<file path="src/hdl/fp_format_pkg.sv">
// ieee single-precision format
package fp_format_pkg;

    localparam int EXP_W = 8;
    localparam int MAN_W = 23;

    // largest biased exponent of a finite number
    localparam int EXP_MAX_FINITE = 254;

    // all-ones exponent marks infinity and NaN
    localparam logic [EXP_W-1:0] EXP_SPECIAL = '1;

    // top mantissa bit set means quiet NaN
    localparam int QUIET_BIT = MAN_W - 1;

    typedef struct packed {
        logic             sign;
        logic [EXP_W-1:0] exponent;
        logic [MAN_W-1:0] mantissa;
    } fp32_t;

    // result of invalid operations
    localparam fp32_t QNAN_DEFAULT = 32'h7FC0_0000;

endpackage

</file>
<file path="src/hdl/addsub_pkg.sv">
// add/sub pipeline stage types
package addsub_pkg;

    // guard, round and sticky below the mantissa
    localparam int GRS_W = 3;

    // hidden bit, mantissa, grs
    localparam int SIG_W = 1 + fp_format_pkg::MAN_W + GRS_W;

    // forwarded unchanged through every stage
    typedef struct packed {
        logic                 valid;
        logic                 special;
        fp_format_pkg::fp32_t special_result;
        logic                 invalid;
    } side_t;

    typedef struct packed {
        side_t                side;
        fp_format_pkg::fp32_t a;
        fp_format_pkg::fp32_t b;
    } classify_t;

    typedef struct packed {
        side_t                           side;
        logic                            sign;
        logic [fp_format_pkg::EXP_W-1:0] exponent;
        logic [SIG_W-1:0]                big_sig;
        // sticky already folded into bit 0
        logic [SIG_W-1:0]                small_sig;
        logic                            subtract;
    } align_t;

    typedef struct packed {
        side_t                           side;
        logic                            sign;
        logic [fp_format_pkg::EXP_W-1:0] exponent;
        logic [SIG_W:0]                  sum;
        logic                            subtract;
        logic                            exact_zero;
    } sum_t;

endpackage

</file>
<file path="src/hdl/norm_if.sv">
// normalizer to rounder link
`timescale 1ns/1ps

interface norm_if;
    logic                              sign;
    // extra top bits hold overflow and negative exponents
    logic signed [fp_format_pkg::EXP_W+1:0] exponent;
    logic [fp_format_pkg::MAN_W-1:0]   mantissa;
    logic                              guard;
    logic                              round;
    logic                              sticky;
    logic                              exact_zero;
    addsub_pkg::side_t                 side;

    modport src (output sign, exponent, mantissa, guard, round, sticky, exact_zero, side);
    modport dst (input sign, exponent, mantissa, guard, round, sticky, exact_zero, side);
endinterface

</file>
<file path="src/hdl/stage_reg.sv">
// generic pipeline register
`timescale 1ns/1ps

module stage_reg #(
    parameter type payload_t = logic
) (
    input  logic     clk,
    input  logic     rst,
    input  payload_t d,
    output payload_t q
);

    // loads every cycle, no enable
    always_ff @(posedge clk or posedge rst) begin
        if (rst) begin
            q <= '0;
        end else begin
            q <= d;
        end
    end

endmodule

</file>
<file path="src/hdl/fp_classify.sv">
// operand classification stage
`timescale 1ns/1ps

module fp_classify (
    input  logic                  valid_in,
    input  fp_format_pkg::fp32_t  in_a,
    input  fp_format_pkg::fp32_t  in_b,
    output addsub_pkg::classify_t staged
);

    typedef struct packed {
        logic zero;
        logic denorm;
        logic inf;
        logic qnan;
        logic snan;
    } op_class_t;

    op_class_t ca;
    op_class_t cb;
    logic      a_flush;
    logic      b_flush;

    function automatic op_class_t classify_op(input fp_format_pkg::fp32_t op);
        op_class_t c;
        logic      exp_ones;
        logic      man_zero;
        exp_ones = (op.exponent == fp_format_pkg::EXP_SPECIAL);
        man_zero = (op.mantissa == '0);
        c.zero   = (op.exponent == '0) && man_zero;
        c.denorm = (op.exponent == '0) && !man_zero;
        c.inf    = exp_ones && man_zero;
        c.qnan   = exp_ones && op.mantissa[fp_format_pkg::QUIET_BIT];
        c.snan   = exp_ones && !man_zero && !op.mantissa[fp_format_pkg::QUIET_BIT];
        return c;
    endfunction

    assign ca = classify_op(in_a);
    assign cb = classify_op(in_b);

    // denormals are flushed and behave as zero
    assign a_flush = ca.zero || ca.denorm;
    assign b_flush = cb.zero || cb.denorm;

    always_comb begin
        staged.a                 = in_a;
        staged.b                 = in_b;
        staged.side.valid        = valid_in;
        staged.side.invalid      = ca.snan || cb.snan ||
                                   (ca.inf && cb.inf && (in_a.sign != in_b.sign));
        staged.side.special      = 1'b1;
        staged.side.special_result = '0;

        // priority order matters, NaNs first
        if (ca.qnan) begin
            staged.side.special_result = in_a;
        end else if (cb.qnan) begin
            staged.side.special_result = in_b;
        end else if (ca.snan) begin
            staged.side.special_result = in_a;
            staged.side.special_result.mantissa[fp_format_pkg::QUIET_BIT] = 1'b1;
        end else if (cb.snan) begin
            staged.side.special_result = in_b;
            staged.side.special_result.mantissa[fp_format_pkg::QUIET_BIT] = 1'b1;
        end else if (ca.inf && cb.inf) begin
            staged.side.special_result = (in_a.sign == in_b.sign) ?
                                         in_a : fp_format_pkg::QNAN_DEFAULT;
        end else if (ca.inf) begin
            staged.side.special_result = in_a;
        end else if (cb.inf) begin
            staged.side.special_result = in_b;
        end else if (a_flush && b_flush) begin
            // opposite signed zeros give +0
            staged.side.special_result.sign = in_a.sign && in_b.sign;
        end else if (a_flush) begin
            staged.side.special_result = in_b;
        end else if (b_flush) begin
            staged.side.special_result = in_a;
        end else begin
            staged.side.special = 1'b0;
        end
    end

    always_comb begin
        if (staged.side.valid) begin
            assert final (!staged.side.invalid || staged.side.special)
                else $error("invalid operation without a special result");
        end
    end

endmodule

</file>
<file path="src/hdl/fp_align.sv">
// exponent alignment stage
`timescale 1ns/1ps

module fp_align (
    input  addsub_pkg::classify_t staged,
    output addsub_pkg::align_t    aligned
);

    localparam int SIG_W = addsub_pkg::SIG_W;

    fp_format_pkg::fp32_t            big_op;
    fp_format_pkg::fp32_t            small_op;
    logic [fp_format_pkg::EXP_W-1:0] exp_diff;
    logic [SIG_W-1:0]                small_sig;
    logic [SIG_W-1:0]                shifted;
    logic                            sticky;

    always_comb begin
        // order by exponent, then by mantissa; a wins ties
        if ((staged.a.exponent > staged.b.exponent) ||
            ((staged.a.exponent == staged.b.exponent) &&
             (staged.a.mantissa >= staged.b.mantissa))) begin
            big_op   = staged.a;
            small_op = staged.b;
        end else begin
            big_op   = staged.b;
            small_op = staged.a;
        end

        exp_diff  = big_op.exponent - small_op.exponent;
        small_sig = {1'b1, small_op.mantissa, {addsub_pkg::GRS_W{1'b0}}};

        // shifts of SIG_W or more clear the word, only sticky survives
        shifted = small_sig >> exp_diff;
        sticky  = |(small_sig & ~({SIG_W{1'b1}} << exp_diff));

        aligned.side      = staged.side;
        aligned.sign      = big_op.sign;
        aligned.exponent  = big_op.exponent;
        aligned.big_sig   = {1'b1, big_op.mantissa, {addsub_pkg::GRS_W{1'b0}}};
        aligned.small_sig = {shifted[SIG_W-1:1], shifted[0] | sticky};
        aligned.subtract  = staged.a.sign ^ staged.b.sign;
    end

    always_comb begin
        if (staged.side.valid && !staged.side.special) begin
            assert final (big_op.exponent >= small_op.exponent)
                else $error("larger operand has the smaller exponent");
        end
    end

endmodule

</file>
<file path="src/hdl/mant_addsub.sv">
// significand add/subtract stage
`timescale 1ns/1ps

module mant_addsub (
    input  addsub_pkg::align_t aligned,
    output addsub_pkg::sum_t   summed
);

    logic [addsub_pkg::SIG_W:0] total;

    // big_sig >= small_sig, so the difference never goes negative
    always_comb begin
        if (aligned.subtract) begin
            total = {1'b0, aligned.big_sig} - {1'b0, aligned.small_sig};
        end else begin
            total = {1'b0, aligned.big_sig} + {1'b0, aligned.small_sig};
        end
    end

    always_comb begin
        summed.side       = aligned.side;
        summed.sign       = aligned.sign;
        summed.exponent   = aligned.exponent;
        summed.sum        = total;
        summed.subtract   = aligned.subtract;
        // x - x cancels completely
        summed.exact_zero = aligned.subtract && (aligned.big_sig == aligned.small_sig);
    end

endmodule

</file>
<file path="src/hdl/fp_normalize.sv">
// post-add normalization
`timescale 1ns/1ps

module fp_normalize (
    input  addsub_pkg::sum_t summed,
    norm_if.src              nrm
);

    localparam int SIG_W = addsub_pkg::SIG_W;
    localparam int EXP_W = fp_format_pkg::EXP_W;
    localparam int LZ_W  = $clog2(SIG_W + 1);

    logic [LZ_W-1:0]          lz;
    logic [SIG_W-1:0]         norm_sig;
    logic                     shifted_out;
    logic signed [EXP_W+1:0]  exp_adj;

    // leading zero count, the highest set bit wins
    always_comb begin
        lz = LZ_W'(SIG_W);
        for (int i = 0; i < SIG_W; i++) begin
            if (summed.sum[i]) begin
                lz = LZ_W'(SIG_W - 1 - i);
            end
        end
    end

    always_comb begin
        if (!summed.subtract && summed.sum[SIG_W]) begin
            // carry out, move right by one
            norm_sig    = summed.sum[SIG_W:1];
            shifted_out = summed.sum[0];
            exp_adj     = $signed({2'b00, summed.exponent}) + 10'sd1;
        end else begin
            norm_sig    = summed.sum[SIG_W-1:0] << lz;
            shifted_out = 1'b0;
            exp_adj     = $signed({2'b00, summed.exponent}) -
                          $signed({{(EXP_W+2-LZ_W){1'b0}}, lz});
        end

        nrm.sign       = summed.sign;
        nrm.exponent   = exp_adj;
        nrm.mantissa   = norm_sig[SIG_W-2:addsub_pkg::GRS_W];
        nrm.guard      = norm_sig[2];
        nrm.round      = norm_sig[1];
        nrm.sticky     = norm_sig[0] | shifted_out;
        nrm.exact_zero = summed.exact_zero;
        nrm.side       = summed.side;
    end

    always_comb begin
        if (summed.side.valid && !summed.side.special && !summed.exact_zero) begin
            assert final (norm_sig[SIG_W-1])
                else $error("hidden bit clear after normalization");
        end
    end

endmodule

</file>
<file path="src/hdl/fp_round_pack.sv">
// rounding and result packing
`timescale 1ns/1ps

module fp_round_pack (
    input  logic        clk,
    input  logic        rst,
    norm_if.dst         nrm,
    output logic [31:0] result,
    output logic        overflow,
    output logic        inexact,
    output logic        invalid_operation,
    output logic        valid_out
);

    localparam int EXP_W = fp_format_pkg::EXP_W;
    localparam int MAN_W = fp_format_pkg::MAN_W;

    logic                    round_up;
    logic                    grs_any;
    logic [MAN_W:0]          man_rnd;
    logic signed [EXP_W+1:0] exp_rnd;
    fp_format_pkg::fp32_t    next_result;
    logic                    next_overflow;
    logic                    next_inexact;

    // nearest even, ties go to the even mantissa
    assign round_up = nrm.guard & (nrm.round | nrm.sticky | nrm.mantissa[0]);
    assign grs_any  = nrm.guard | nrm.round | nrm.sticky;
    assign man_rnd  = {1'b0, nrm.mantissa} + {{MAN_W{1'b0}}, round_up};

    // mantissa wrapped to zero on carry, so only the exponent moves
    assign exp_rnd = nrm.exponent + $signed({{(EXP_W+1){1'b0}}, man_rnd[MAN_W]});

    always_comb begin
        next_result   = '0;
        next_overflow = 1'b0;
        next_inexact  = 1'b0;
        if (nrm.side.special) begin
            next_result = nrm.side.special_result;
        end else if (nrm.exact_zero) begin
            next_result = '0;
        end else if (exp_rnd > fp_format_pkg::EXP_MAX_FINITE) begin
            next_result.sign     = nrm.sign;
            next_result.exponent = fp_format_pkg::EXP_SPECIAL;
            next_overflow        = 1'b1;
            next_inexact         = 1'b1;
        end else if (exp_rnd <= 0) begin
            // tiny results flush to a signed zero
            next_result.sign = nrm.sign;
            next_inexact     = grs_any;
        end else begin
            next_result.sign     = nrm.sign;
            next_result.exponent = exp_rnd[EXP_W-1:0];
            next_result.mantissa = man_rnd[MAN_W-1:0];
            next_inexact         = grs_any;
        end
    end

    always_ff @(posedge clk or posedge rst) begin
        if (rst) begin
            result            <= '0;
            overflow          <= 1'b0;
            inexact           <= 1'b0;
            invalid_operation <= 1'b0;
            valid_out         <= 1'b0;
        end else begin
            result            <= next_result;
            overflow          <= next_overflow;
            inexact           <= next_inexact;
            invalid_operation <= nrm.side.invalid;
            valid_out         <= nrm.side.valid;
        end
    end

    a_overflow_inexact: assert property (@(posedge clk) disable iff (rst)
        overflow |-> inexact)
        else $error("overflow raised without inexact");

endmodule

</file>
<file path="src/hdl/fp_addsub_pipeline.sv">
// pipelined fp32 adder/subtractor
`timescale 1ns/1ps

module fp_addsub_pipeline (
    input  logic        clk,
    input  logic        rst,
    input  logic        valid_in,
    input  logic [31:0] in_a,
    input  logic [31:0] in_b,
    output logic [31:0] result,
    output logic        overflow,
    output logic        inexact,
    output logic        invalid_operation,
    output logic        valid_out
);

    addsub_pkg::classify_t s1_classify;
    addsub_pkg::classify_t s2_classify;
    addsub_pkg::align_t    s2_align;
    addsub_pkg::align_t    s3_align;
    addsub_pkg::sum_t      s3_sum;
    addsub_pkg::sum_t      s4_sum;

    norm_if i_norm ();

    // stage 1
    fp_classify i_classify (
        .valid_in (valid_in),
        .in_a     (in_a),
        .in_b     (in_b),
        .staged   (s1_classify)
    );

    stage_reg #(.payload_t(addsub_pkg::classify_t)) i_s2 (
        .clk (clk), .rst (rst), .d (s1_classify), .q (s2_classify)
    );

    // stage 2
    fp_align i_align (.staged (s2_classify), .aligned (s2_align));

    stage_reg #(.payload_t(addsub_pkg::align_t)) i_s3 (
        .clk (clk), .rst (rst), .d (s2_align), .q (s3_align)
    );

    // stage 3
    mant_addsub i_addsub (.aligned (s3_align), .summed (s3_sum));

    stage_reg #(.payload_t(addsub_pkg::sum_t)) i_s4 (
        .clk (clk), .rst (rst), .d (s3_sum), .q (s4_sum)
    );

    // stage 4, normalize then round into the output registers
    fp_normalize i_normalize (.summed (s4_sum), .nrm (i_norm.src));

    fp_round_pack i_round (
        .clk               (clk),
        .rst               (rst),
        .nrm               (i_norm.dst),
        .result            (result),
        .overflow          (overflow),
        .inexact           (inexact),
        .invalid_operation (invalid_operation),
        .valid_out         (valid_out)
    );

endmodule

</file>
<file path="config.mk">
export PLATFORM = sky130hd
export DESIGN_NAME = fp_addsub_pipeline
export DESIGN_NICKNAME = d
export VERILOG_FILES = /design/src/hdl/fp_format_pkg.sv /design/src/hdl/addsub_pkg.sv /design/src/hdl/norm_if.sv /design/src/hdl/stage_reg.sv /design/src/hdl/fp_classify.sv /design/src/hdl/fp_align.sv /design/src/hdl/mant_addsub.sv /design/src/hdl/fp_normalize.sv /design/src/hdl/fp_round_pack.sv /design/src/hdl/fp_addsub_pipeline.sv
export SDC_FILE = /design/constraint.sdc
export NUM_CORES = 1
export LEC_CHECK = 0
export BUFFER_PORTS_ARGS = -buffer_cell sky130_fd_sc_hd__buf_2
export CORE_MARGIN = 2
export CORE_UTILIZATION = 40
export DETAILED_ROUTE_END_ITERATION = 6
export PLACE_DENSITY = 0.6
export SETUP_SLACK_MARGIN = 0.2
export SYNTH_ARGS = -nofsm -noshare
export SYNTH_HDL_FRONTEND = slang
export SYNTH_SLANG_ARGS = --single-unit
</file>
<file path="constraint.sdc">
create_clock -name clk -period 12.3 [get_ports clk]
set_input_delay 2.46 -clock clk [delete_from_list [all_inputs] [get_ports clk]]
set_output_delay 2.46 -clock clk [all_outputs]
set_load 0.02 [all_outputs]
</file>
* After elaboration in Yosys (flattened, before gate mapping)
Cells that the tools add are included.
** Storage, ports and cells
- Flip-flop bits (word level) :: 305
- Input bits :: 67
- Logic and storage cells :: 169
** Operators by class
- Add/subtract/negate cells :: 7
- $lt $le $gt $ge :: 4
- Equality and inequality tests :: 6
- Shift operators :: 3
- Mux-type cells :: 66
- Bitwise logic cells :: 10
- Reduce and logical (&&, ||, !) cells :: 34
** Operators by type and width (number)
- 2-to-1 mux 32 bit :: 13
- 2-to-1 mux 31 bit :: 3
- 2-to-1 mux 5 bit :: 16
- logical NOT 23 bit :: 2
- 2-to-1 mux 4 bit :: 8
- adder 27 x 27 -> 28 bit :: 1
- 2-to-1 mux 28 bit :: 1
- subtractor 27 x 27 -> 28 bit :: 1
- AND 27 bit :: 1
- equality test 27 bit :: 1
- NOT 27 bit :: 1
- OR reduction 27 bit :: 1
- << shifter 27 x 5 -> 26 bit :: 1
- << shifter 27 x 8 -> 27 bit, first input constant :: 1
- right shift 27 x 8 -> 27 bit :: 1
- 2-to-1 mux 26 bit :: 1
- adder 23 x 1 -> 24 bit :: 1
- greater-or-equal comparator 23 bit :: 1
- 2-to-1 mux 23 bit :: 1
- logical AND 1 bit :: 19
- 2-to-1 mux 1 bit :: 19
- equality test 8 bit, second input constant :: 2
- logical NOT 8 bit :: 2
- adder 10 x 2 -> 10 bit :: 1
- 17 further kinds :: 31

* Longest topological paths before layout
- Word-level depth :: 40
- Gate-level depth with buffers :: 28
- Mapped depth without buffers :: 24

* Cells and area by module
Synthesis repeated with hierarchy kept, for this count alone.
** Unflattened totals
- Cells, all modules :: 2247
- Area total of the unflattened synthesis :: 20905.0 um^2
** By module, submodules not included
- stage_reg at i_s2 ... :: times used 2, cells an instance 100, area an instance 2481.1 um^2, sequential area each 2477.4 um^2
- fp_align :: times used 1, cells an instance 618, area an instance 4194.0 um^2, sequential area each 0.0 um^2
- mant_addsub :: times used 1, cells an instance 526, area an instance 3592.2 um^2, sequential area each 0.0 um^2
- fp_normalize :: times used 1, cells an instance 392, area an instance 2601.2 um^2, sequential area each 0.0 um^2
- fp_round_pack :: times used 1, cells an instance 244, area an instance 2358.5 um^2, sequential area each 900.9 um^2
- stage_reg at i_s4 :: times used 1, cells an instance 75, area an instance 1855.5 um^2, sequential area each 1851.8 um^2
- fp_classify :: times used 1, cells an instance 192, area an instance 1341.3 um^2, sequential area each 0.0 um^2

* Worst setup path after synthesis
OpenSTA, ideal clock, no wires.
- Path kind :: reg-to-reg
- Start point :: register i_s4.q[17] (netlist bit)
- End point :: register i_round.result[22]
- Setup time :: 0.132 ns
- Data arrival time :: 5.778 ns
- Setup slack :: 6.390 ns
- Cell stages (with the launch flop) :: 25
- Clock period less this slack :: 5.910 ns
- Path through :: dfrtp_1 buf_2 or3_1 a221o_1 a21oi_2 o211ai_2 buf_4 a2111oi_4 a41oi_1 and2_1 o41a_1 or4_1 nor3_2 nand4_1 nor4_1 ha_1 ha_1 xor2_1 nand4_1 or3_1 o2111ai_1 clkbuf_1 nor2_1 a222oi_1 nand3_1
** RTL lines
- start, declared :: RTL line stage_reg.sv:10 : output payload_t q
- start signal, assigned :: RTL line stage_reg.sv:16 : q <= '0;
- start signal, assigned :: RTL line stage_reg.sv:18 : q <= d;
- end signal, assigned :: RTL line fp_round_pack.sv:67 : result <= next_result;
- end, declared :: RTL line fp_round_pack.sv:8 : output logic [31:0] result,

==> impl_metrics.json <==
{
  "slowest_delay_ns": 0.62,
  "root_buffer": "clkbuf_16",
  "grt_pass1_vias": 15100,
  "grt_pass1_wl_microns": 93500,
  "fp.dieH_microns": 217,
  "start_util": 0.403,
  "maxSlewViolCount": 0,
  "hold_depth": 0,
  "syn2layout_area_growth_pct": 12.3,
  "crit_path_top_delay_cell": "or4_1",
  "ys_warn_count": 0,
  "synth_cell_types": 98,
  "totalWireLength_microns": 62000,
  "p_leak_nw": 9.06,
  "port_buffers": 102,
  "clk_latency_ns": 0.56,
  "tightest_slew_ns": 1.03,
  "die_x_microns": 217,
  "endpoint_kind": "flop",
  "holdBufCountCts": 0,
  "h-tree-depth": 2,
  "postCtsSetupBuffers": 0,
  "cts_tree": "built",
  "synth-edff-count": 0,
  "min_path_type": "reg -> reg",
  "rsz0062_at_grt": "false",
  "synth.most_common_cell": "dfrtp_1",
  "cp_max_fo": 23,
  "max-slew-margin-rel": 0.309,
  "grt_max_degree": 199,
  "r2r_cells": 25,
  "gp_congestion": 0.937,
  "vias_per_cell": 6.03,
  "min_to": "i_s4.q[66]",
  "syn_nets": 2138,
  "cts_buffer_depth": 3,
  "worstHoldStart": "i_s3.q[91]",
  "synthFlopType": "dfrtp_1",
  "ioPinCount": 103,
  "num_rows": 78,
  "cap_violations": 0,
  "fin_cells": 2655,
  "ys_ff_latch": 305,
  "outcome": "finished, final reports clean",
  "grtUsageTotal": 0.260,
  "netlist_top_cells_count": "dfrtp_1 (305), nand2_1 (172), a21oi_1 (139)",
  "drive_gt1_frac": 0.113,
  "worst_ep_required_time_ns": 12.73,
  "netlist.top_cell.by_area": "dfrtp_1",
  "timing.final.crit_share": 0.614,
  "skew_ns": 0.0234,
  "nFillCells": 4387,
  "power_density_mw_per_mm2": 200,
  "finalHoldViolations": 0,
  "avgSynthCellArea_sq_um": 9.19,
  "netlist_area_sq_mm": 0.0182,
  "netlist_instances": 1978,
  "dr.pass1.iters": 6,
  "fin_util": 0.453,
  "async_reset_ff_frac": 1.00,
  "ir_drop_mv": 0.121,
  "synthTopCellsByArea": "dfrtp_1 (42%), ha_1 (6.3%), a21oi_1 (3.8%), o21ai_0 (3.8%), nand2_1 (3.6%)",
  "die_area_sq_mm": 0.0472,
  "r2r_start": "i_s4.q[13]",
  "r2r_slack_ns": 4.75,
  "cts_made_buffers": 36,
  "hpwl_microns": 47300,
  "seq_area_frac_synth": 0.420,
  "cp.arrival_ns": 7.98,
  "drcViolationCount": 0,
  "worstSetupPathType": "reg -> reg",
  "clock.fmax_mhz": 132,
  "nets": 2187,
  "crit_path_start_kind": "flop",
  "grt_antenna_before_repair": 7,
  "via_count": 16000,
  "finalSetupViolCount": 0,
  "fin_crit_ns": 7.55,
  "timing.rr.end": "i_round.result[16]",
  "core_region_area_sq_mm": 0.0451,
  "tns_ns": 0,
  "routedWlPerCell_microns": 23.4,
  "cts.sinks": 305,
  "post_cts_resized": 0,
  "synth_top_cell_area_share": 0.420,
  "path_clk_slew_ns": 0.06,
  "placed_cells": 2589,
  "ant_nets": 0,
  "drtIter0Drc": 1696,
  "grt_overflow": 0
}
-- logic make-up (layout without fill, tap and decap cells) --
| family | count (synthesis) | after routing | synth area share |
|---|---|---|---|
| and+or+nand+nor | 635 | 635 | 0.174 |
| AOI/OAI and AO/OA | 588 | 588 | 0.218 |
| DFF | 305 | 305 | 0.420 |
| buffers and inverters | 229 | 304 | 0.0507 |
| adders and majority gates | 93 | 93 | 0.0648 |
| muxes | 75 | 75 | 0.0475 |
| xor gates and xnor gates | 52 | 52 | 0.0251 |
| other | 1 | 3 | 0.000206 |
-- area by class of cell --
cell class / instances / area (sq um) / share of cell area
well taps: 600 / 751 / 0.0368
multi-input cells: 1444 / 9640 / 0.472
inverters: 118 / 453 / 0.0222
diodes: 2 / 5.00 / 0.000245
flip-flops and latches: 305 / 7630 / 0.374
clock buffers: 47 / 1000 / 0.0491
repair buffers: 122 / 673 / 0.0330
clock inverters: 17 / 258 / 0.0126
-- per-layer routing --
| layer | vias up | wire (microns) | track usage |
|---|---|---|---|
| li1 | 7326 | - | - |
| met1 | 7900 | 27000 | 0.362 |
| met2 | 670 | 28600 | 0.415 |
| met3 | 115 | 4240 | 0.0377 |
| met4 | 2 | 2130 | 0.0932 |
| met5 | - | 12 | 0 |
-- state kept, by name, summed over array words and instances (netlist names) --
register,cells
i_round.inexact,1
i_round.invalid_operation,1
i_round.overflow,1
i_round.result,32
i_round.valid_out,1
i_s2.q,99
i_s3.q,96
i_s4.q,74
-- how the worst max path moves through the flow --
stage                     startpoint            endpoint  slack [ns]
after global routing      i_s4.q[15]  i_round.result[16]        4.29
after CTS                 i_s4.q[13]  i_round.result[16]        4.80
final                     i_s4.q[13]  i_round.result[16]        4.75
after global placement    i_s4.q[13]  i_round.result[16]        4.76
after floorplan                  rst     i_round.inexact        1.41
after detailed placement  i_s4.q[13]  i_round.result[16]        4.84
-- report_power, final --
part | switching, mW | internal (mW) | total (mW)
clock network | 0.434 | 0.687 | 1.12
logic | 1.10 | 0.580 | 1.68
registers | 0.148 | 1.13 | 1.28
-- critical path: cells and delay by family (launching register included) --
family                   cells  cell delay [ns]
AO/OA/AOI/OAI                7             1.81
XOR/XNOR                     1             0.24
adder cells (fa/ha/maj)      2             0.45
buffers and inverters        3             0.83
flip-flops                   1             0.51
multiplexers                 1             0.28
AND/OR/NAND/NOR             11             3.31
-- placed cells by master, fill, tap and decap left out, drive strengths merged, types with 12 or more instances in the layout --
| cell type | instances |
|---|---|
| and2 | 25 |
| o22ai | 21 |
| o31ai | 21 |
| or3 | 16 |
| nand3 | 64 |
| xor2 | 26 |
| mux2i | 57 |
| xnor2 | 26 |
| nand2b | 18 |
| dfrtp | 305 |
| nand4 | 36 |
| a21o | 21 |
| a21oi | 140 |
| o21ai | 143 |
| or4 | 13 |
| o211ai | 19 |
| ha | 91 |
| nor2b | 13 |
| nor4 | 29 |
| nor2 | 140 |
| a22o | 29 |
| o21a | 16 |
| inv | 121 |
| a31oi | 14 |
| clkbuf | 47 |
| nor3 | 66 |
| a211o | 12 |
| buf | 122 |
| a221o | 15 |
| a211oi | 17 |
| nand2 | 174 |
-- through the flow --
step / worst slack (ns) / power (mW) / hold WS, ns / area [sq um]
after global placement: 4.76 / 2.96 / 0.332 / 19100
after detailed placement: 4.84 / 2.94 / 0.335 / 19100
after global routing: 4.29 / 4.29 / 0.345 / 20400
after CTS: 4.80 / 4.08 / 0.341 / 20400
after floorplan: 1.41 / 2.41 / 0.331 / 18200
final: 4.75 / 4.08 / 0.344 / 20400
Note: power is estimated with default switching activity, not from simulation.
